$ cat src/rtl/mem_pkg.sv
package mem_pkg;

	// Byte address, word data
	localparam int ADDR_W = 16;
	localparam int DATA_W = 16;

	// Tag addr[15:11], index addr[10:3], word offset addr[2:1]
	localparam int TAG_W = 5;
	localparam int INDEX_W = 8;
	localparam int WORDS_PER_BLOCK = 4;
	localparam int OFFSET_W = $clog2(WORDS_PER_BLOCK);
	localparam int NUM_SETS = 1 << INDEX_W;

	// Each bank holds one word of every block
	localparam int BANK_DEPTH = 1 << (TAG_W + INDEX_W);

	// Read strobe to data on the memory output
	localparam int MEM_LATENCY = 2;

	localparam int NUM_PORTS = 2;

	// Writeback and fill states stay contiguous, the FSM steps through them by increment
	typedef enum logic [3:0] {
		IDLE   = 4'd0,
		CMP_RD = 4'd1,
		CMP_WT = 4'd2,
		HIT    = 4'd3,
		REQ    = 4'd4,
		WB0    = 4'd5,
		WB1    = 4'd6,
		WB2    = 4'd7,
		WB3    = 4'd8,
		FILL0  = 4'd9,
		FILL1  = 4'd10,
		FILL2  = 4'd11,
		FILL3  = 4'd12,
		FILL4  = 4'd13,
		FILL5  = 4'd14,
		RETRY  = 4'd15
	} ctrl_state_t;

endpackage

$ cat src/rtl/cache_ctrl.sv
`timescale 1ns/1ps

module cache_ctrl (
	input  logic                         clk,
	input  logic                         rst,
	input  logic [mem_pkg::ADDR_W-1:0]   addr,
	input  logic [mem_pkg::DATA_W-1:0]   data_in,
	input  logic                         rd,
	input  logic                         wr,
	input  logic                         hit,
	input  logic                         dirty,
	input  logic                         valid,
	input  logic [mem_pkg::TAG_W-1:0]    tag_out,
	input  logic [mem_pkg::DATA_W-1:0]   data_out_cache,
	input  logic                         mem_gnt,
	input  logic [mem_pkg::DATA_W-1:0]   mem_rdata,
	output logic                         enable,
	output logic [mem_pkg::INDEX_W-1:0]  index,
	output logic [mem_pkg::OFFSET_W-1:0] offset,
	output logic                         cmp,
	output logic                         wr_cache,
	output logic [mem_pkg::TAG_W-1:0]    tag_in,
	output logic [mem_pkg::DATA_W-1:0]   data_in_ct,
	output logic                         valid_in,
	output logic                         mem_req,
	output logic [mem_pkg::ADDR_W-1:0]   mem_addr,
	output logic [mem_pkg::DATA_W-1:0]   mem_wdata,
	output logic                         mem_wr,
	output logic                         mem_rd,
	output logic [mem_pkg::DATA_W-1:0]   data_out,
	output logic                         done,
	output logic                         cache_hit,
	output logic                         stall,
	output logic                         err
);
	import mem_pkg::*;

	ctrl_state_t state;
	ctrl_state_t next_state;
	logic state_err;

	logic [TAG_W-1:0] req_tag;
	logic [INDEX_W-1:0] req_index;
	logic [OFFSET_W-1:0] req_word;
	logic [OFFSET_W-1:0] wb_word;
	logic [OFFSET_W-1:0] fill_rd_word;
	logic [OFFSET_W-1:0] fill_wr_word;

	assign req_tag = addr[ADDR_W-1 -: TAG_W];
	assign req_index = addr[ADDR_W-TAG_W-1 -: INDEX_W];
	assign req_word = addr[OFFSET_W:1];

	// Word being moved in each burst state
	assign wb_word = OFFSET_W'(state - WB0);
	assign fill_rd_word = OFFSET_W'(state - FILL0);
	assign fill_wr_word = OFFSET_W'(state - FILL2);

	always_ff @(posedge clk)
	begin
		if (rst)
			state <= IDLE;
		else
			state <= next_state;
	end

	always_comb
	begin
		enable = 1'b0;
		index = req_index;
		offset = req_word;
		cmp = 1'b0;
		wr_cache = 1'b0;
		tag_in = req_tag;
		data_in_ct = data_in;
		valid_in = 1'b0;
		mem_req = 1'b0;
		mem_addr = '0;
		mem_wdata = '0;
		mem_wr = 1'b0;
		mem_rd = 1'b0;
		data_out = '0;
		done = 1'b0;
		cache_hit = 1'b0;
		stall = 1'b1;
		state_err = 1'b0;
		next_state = state;

		case (state)
			IDLE:
			begin
				stall = 1'b0;
				if (rd)
					next_state = CMP_RD;
				else if (wr)
					next_state = CMP_WT;
			end
			CMP_RD:
			begin
				enable = 1'b1;
				cmp = 1'b1;
				next_state = hit ? HIT : REQ;
			end
			CMP_WT:
			begin
				// Array only takes the word on a tag hit
				enable = 1'b1;
				cmp = 1'b1;
				wr_cache = 1'b1;
				next_state = hit ? HIT : REQ;
			end
			HIT:
			begin
				enable = 1'b1;
				data_out = data_out_cache;
				done = 1'b1;
				cache_hit = 1'b1;
				next_state = IDLE;
			end
			REQ:
			begin
				enable = 1'b1;
				mem_req = 1'b1;
				if (mem_gnt)
					next_state = (dirty && valid) ? WB0 : FILL0;
			end
			WB0, WB1, WB2, WB3:
			begin
				// Victim block goes back under its old tag
				enable = 1'b1;
				offset = wb_word;
				mem_req = 1'b1;
				mem_wr = 1'b1;
				mem_addr = {tag_out, req_index, wb_word, 1'b0};
				mem_wdata = data_out_cache;
				next_state = ctrl_state_t'(state + 4'd1);
			end
			FILL0, FILL1, FILL2, FILL3, FILL4, FILL5:
			begin
				enable = 1'b1;
				mem_req = 1'b1;
				if (state <= FILL3)
				begin
					mem_rd = 1'b1;
					mem_addr = {req_tag, req_index, fill_rd_word, 1'b0};
				end
				// Read data lands MEM_LATENCY states after its strobe
				if (state >= FILL2)
				begin
					wr_cache = 1'b1;
					valid_in = 1'b1;
					offset = fill_wr_word;
					data_in_ct = mem_rdata;
				end
				next_state = ctrl_state_t'(state + 4'd1);
			end
			RETRY:
			begin
				enable = 1'b1;
				cmp = 1'b1;
				wr_cache = wr && !rd;
				data_out = data_out_cache;
				done = 1'b1;
				next_state = IDLE;
			end
			default:
			begin
				state_err = 1'b1;
				next_state = IDLE;
			end
		endcase
	end

	assign err = (rd && wr) || state_err;

	a_single_strobe: assert property (@(posedge clk) disable iff (rst)
		!(mem_wr && mem_rd));

	// Arbiter must already hold this port when a strobe goes out
	a_strobe_granted: assert property (@(posedge clk) disable iff (rst)
		(mem_rd || mem_wr) |-> mem_gnt);

endmodule

$ cat config.mk
export PLATFORM = sky130hd
export DESIGN_NAME = cache_ctrl
export DESIGN_NICKNAME = d
export VERILOG_FILES = /design/src/rtl/mem_pkg.sv /design/src/rtl/cache_ctrl.sv
export SDC_FILE = /design/constraint.sdc
export NUM_CORES = 1
export LEC_CHECK = 0
export BUFFER_PORTS_ARGS = -buffer_cell sky130_fd_sc_hd__buf_4
export CORE_ASPECT_RATIO = 1.2
export CORE_MARGIN = 8
export CORE_UTILIZATION = 33
export CTS_CLUSTER_DIAMETER = 50
export DETAILED_ROUTE_END_ITERATION = 8
export GPL_TIMING_DRIVEN = 0
export PLACE_DENSITY = 0.88
export SLEW_MARGIN = 20
export SYNTH_ARGS = -nofsm -noshare
export SYNTH_HDL_FRONTEND = slang
export SYNTH_SLANG_ARGS = --single-unit
export TNS_END_PERCENT = 10
$ cat constraint.sdc
create_clock -name clk -period 2.65 [get_ports clk]
set_input_delay 0.1325 -clock clk [delete_from_list [all_inputs] [get_ports clk]]
set_output_delay 0.1325 -clock clk [all_outputs]
set_load 0.01 [all_outputs]
# --- Word level (Yosys, flattened, before mapping) ---
# Index checks and enable logic that the tools add are counted.
classes:
  n_eq_ne: 17
  mux: 26
  order_cmp: 2
  addsub: 4
  n_reduce_logical: 14
op_table:
  columns: ["cell", "n"]
  rows:
  - ["2-to-1 mux 16 bit", 5]
  - ["equality test 4 bit (second input constant)", 8]
  - ["case mux 16 bit (2 select lines)", 1]
  - ["case mux 4 bit (5 select lines)", 1]
  - ["equality test 4 x 3 -> 1 bit (second input constant)", 4]
  - ["2-to-1 mux 4 bit", 4]
  - ["OR reduction 15 bit", 1]
  - ["2-to-1 mux 1 bit", 11]
  - ["OR reduction 11 bit", 1]
  - ["OR reduction 10 bit", 1]
  - ["equality test 4 x 2 -> 1 bit (second input constant)", 2]
  - ["OR reduction 6 bit", 1]
  - ["adder 4 x 1 -> 4 bit (second input constant)", 1]
  - ["equality test 4 x 1 -> 1 bit (second input constant)", 1]
  - ["greater-or-equal comparator 4 bit (second input constant)", 1]
  - ["<= comparator 4 bit (second input constant)", 1]
  - ["logical NOT 4 bit", 1]
  - ["case mux 2 bit (2 select lines)", 1]
  - ["OR reduction 2 bit", 2]
  - ["OR reduction 4 bit", 1]
  - ["subtractor 2 x 1 -> 2 bit (second input constant)", 2]
  - ["logical AND 1 bit", 3]
  - ["2-to-1 mux 3 bit", 1]
  - ["inequality test 3 bit (second input constant)", 1]
  - ["7 further kinds", 7]
word_totals:
  elab_cells: 64
  input_bits: 77
  out_inout_bits: 90
  reg_bits: 4

# --- Logic depth before layout (Yosys ltp) ---
depth:
  ltp_word: 4
  ltp_mapped: 8
  ltp_nobuf: 7

# --- Worst setup path after synthesis ---
# No wires, ideal clock.
synth_path:
  path_type: "register -> output"
  start: "reg state[0]"
  end: "out data_in_ct[10] (netlist name)"
  path_slack_ps: 643
  arrival_time_ps: 1875
  stages_incl_launch_ff: 7
  t_required_ps: 2518
  path_buffers: 1
  cell_sequence: "dfxtp_1 -> inv_1 -> ha_1 -> or2_2 -> o211ai_4 -> buf_6 -> mux2_2"
synth_via:
  elab_chain_cells: 3
  elab_cells_between_ends: 10
  cone_classes: "order compare (1); eq/ne (6); mux (2); reduce/logical (1)"
synth_rtl:
  columns: ["item", "line", "source"]
  rows:
  - ["start: declaration", "cache_ctrl.sv:38", "ctrl_state_t state;"]
  - ["start signal: assignment", "cache_ctrl.sv:63", "state <= next_state;"]
  - ["greater-or-equal comparator 4 bit or equality test 4 bit (tied branches)", "cache_ctrl.sv:147, cache_ctrl.sv:88", null]
  - ["2-to-1 mux 16 bit or OR reduction 6 bit (tied branches)", "cache_ctrl.sv:147, cache_ctrl.sv:88", null]
  - ["2-to-1 mux 16 bit (*)", "cache_ctrl.sv:88", "case (state)"]
  - ["end: declaration", "cache_ctrl.sv:23", "output logic [mem_pkg::DATA_W-1:0] data_in_ct,"]
# Mark *: on every way between the ends. The rest lies on a longest branch, timed or not.

# --- Worst setup path after layout ---
layout_path:
  start: "reg state[0]"
  end: "out mem_addr[8] (netlist name)"
layout_via:
  elab_chain_cells: 3
  elab_cells_between_ends: 15
  cone_classes: "order compare (1); eq/ne (10); mux (2); reduce/logical (2)"
layout_rtl:
  columns: ["item", "line", "source"]
  rows:
  - ["<= comparator 4 bit (tied with other cells)", "cache_ctrl.sv:141", "if (state <= FILL3)"]
  - ["2-to-1 mux 16 bit (tied with other cells)", "cache_ctrl.sv:141", null]
  - ["case mux 16 bit (2 select lines) (*)", "cache_ctrl.sv:88", null]
  - ["end: declaration", "cache_ctrl.sv:26", "output logic [mem_pkg::ADDR_W-1:0] mem_addr,"]
# Marked as above.

==> results_dict.tcl <==
set metrics [dict create \
    syn_area_mm2 0.00130 \
    path_cells "inv_1 > ha_1 > or3_4 > o211a_1 > buf_6 > nand2b_4 > and2_1 > buf_4" \
    antenna_found_initial 0 \
    worstHoldPathType "in2reg" \
    synthCells 164 \
    slew_violations 0 \
    std_cell_rows 25 \
    leakagePower_uw 0.00145 \
    worstPathRequired_ps 2520 \
    drc 0 \
    start_util_pct 33.5 \
    drtPass1Iterations 4 \
    numCtsBuffers 3 \
    grt_max_degree 11 \
    critPathLaunchType "flop" \
    crit_type "reg2out" \
    grt_pass1_vias 1990 \
    status "complete, no violations" \
    cp_slowest_stage_delay_ps 430 \
    fmax_ghz 0.404 \
    yosys_warnings 0 \
    power_density_mw_per_mm2 496 \
    rsz0062_at_grt "no" \
    layout_min_cycle_time_ps 2480 \
    p_total_uw 1310 \
    tns_ps 0 \
    synth_flop_cell "dfxtp_1" \
    cp_slowest_cell "dfxtp_1" \
    critPathMaxFanout 8 \
    nets 415 \
    cts_tree "done" \
    critPathBufInv 3 \
    drive_gt1_share_pct 66.9 \
    synth.distinct_cells 41 \
    top_regs "state (4)" \
    synthesis.nets 245 \
    post-dp-hpwl_mm 5.51 \
    antenna_left 0 \
    area_growth_pct 104 \
    cp_top_family "simple AND/OR/NAND/NOR gates" \
    synth_edf_count 0 \
    final_cell_mix "buf_4, and2_1, mux2_2" \
    overflow 0 \
    seq_area_frac_synth_pct 6.15 \
    cts.sinks 4 \
    drv_cap 0 \
    ir_worst_vdd_mv 0.295 \
    grt_pass1_wl_mm 9.76 \
    syn_avg_cell_area_um2 7.93 \
    gp_congestion 0.845 \
    clk_latency_ps 220 \
    largest-register "state" \
    async_reset_ff_share_pct 0 \
    vias 1825 \
    fin_crit_sh_pct 93.4 \
    setup_violations 0 \
    fin_skew_ps 4.30 \
    largest_reg_flops 4 \
    n_antenna_cell 0 \
    crit_path_end_kind "primary output" \
    mostFrequentLayoutCell "buf_4" \
    wl_mm 6.25 \
    ys_seq_elements 4 \
    grtUsageTotal_pct 19.3 \
    hold_viol_final 0 \
    ioPinCount 167 \
    die_w_um 73.3 \
    clkTransAtPathRegs_ps 40 \
    htreeDepth 1 \
    core_mm2 0.00388 \
    holdBufCountCts 0 \
    die_h_um 84.8 \
    clock-root-buffer "clkbuf_8" \
    portBuffers 164 \
    cp.arrival_ps 2340 \
    drt-initial-drc-count 51 \
    fillers 374 \
    viasPerCell 4.73 \
    die_area_mm2 0.00622 \
    wire_per_inst_um 16.2 \
    cts_max_path_buffers 2 \
]
synthesized netlist by cell type, types with 2 or more instances:
cell	n	area share, %
a21oi_1	6	2.3
xnor2_1	2	1.3
a22o_1	5	3.4
buf_4	16	9.2
nor2_1	7	2.0
dfxtp_1	4	6.2
ha_1	4	3.8
buf_6	4	3.5
o32ai_1	2	1.3
a21boi_2	2	1.7
inv_1	4	1.2
a211oi_1	2	1.2
buf_2	3	1.2
and2_1	42	20
o21ai_0	3	1.2
or3_4	2	1.7
mux2_2	16	14
nand2b_1	4	1.9
a21o_1	3	1.7
mux2i_1	3	2.3
nand2_1	8	2.3
or2_2	3	1.4
what timing repair did:
action	4_1_cts	5_1_grt
endpoints found under the setup margin	0	8
gates resized for setup	0	0
buffers inserted	0	1
layout make-up:
cell class	instances	area (um2)	share of cell area [%]
clock buffers	3	41.3	1.56
repair buffers	165	1240	46.8
multi-input cells	132	1020	38.5
inverters	5	21.3	0.803
flip-flops and latches	4	80.1	3.02
plain buffers	23	180	6.80
well taps	54	67.6	2.55
final timing paths:
kind                 start           to  slack, ps  depth (start not counted)
setup / recovery  state[0]  mem_addr[8]        170                          8
hold / removal         rst     state[1]        100                          2
setup reg to reg  state[0]     state[0]        610                          7
hold reg to reg   state[1]     state[1]        550                          2
metal layers:
metal / vias to the layer above / share of wire (%) / global-route usage, %
met5: - / 0 / 0
li1: 892 / - / -
met4: 0 / 0.82 / 3.83
met1: 810 / 33 / 17.5
met2: 116 / 52 / 37.0
met3: 7 / 14 / 9.30
metrics by stage:
step	cells	setup slack, ps	instance area, um2	hold WS (ps)	util (%)
2_1_floorplan	164	643	1300	199	-
3_3_place_gp	382	331	2600	328	67.0
3_5_place_dp	382	314	2600	328	67.0
4_1_cts	385	65.5	2640	101	68.1
5_1_grt	386	64.8	2650	116	68.3
6_report	386	174	2650	102	68.3
power breakdown:
part           total, uW  switching, uW  internal, uW  leakage, uW
sequential           106           25.9          79.7    0.0000328
clock                135           37.5          97.4    0.0000216
combinational       1070            527           546      0.00140
kinds of logic (layout without fill, tap and decap cells):
kind of cell | count (synthesis) | after routing | share of synthesized area, %
other cells | 1 | 1 | 0.288
mux | 19 | 19 | 16.2
flops | 4 | 4 | 6.15
fa+ha+maj | 4 | 4 | 3.85
buf+inv | 28 | 196 | 15.5
simple gates | 73 | 73 | 34.0
compound gates | 33 | 33 | 22.7
xor+xnor | 2 | 2 | 1.35
worst register-to-register path, cell delays in order, from the launching register on:
cell and delay (ps):
dfxtp_1 430, inv_1 130, ha_1 270, or3_4 420
a2bb2oi_4 250, inv_4 100, o21ai_0 170, a41oi_1 130
No activity file was read; power rests on OpenSTA's default activity.
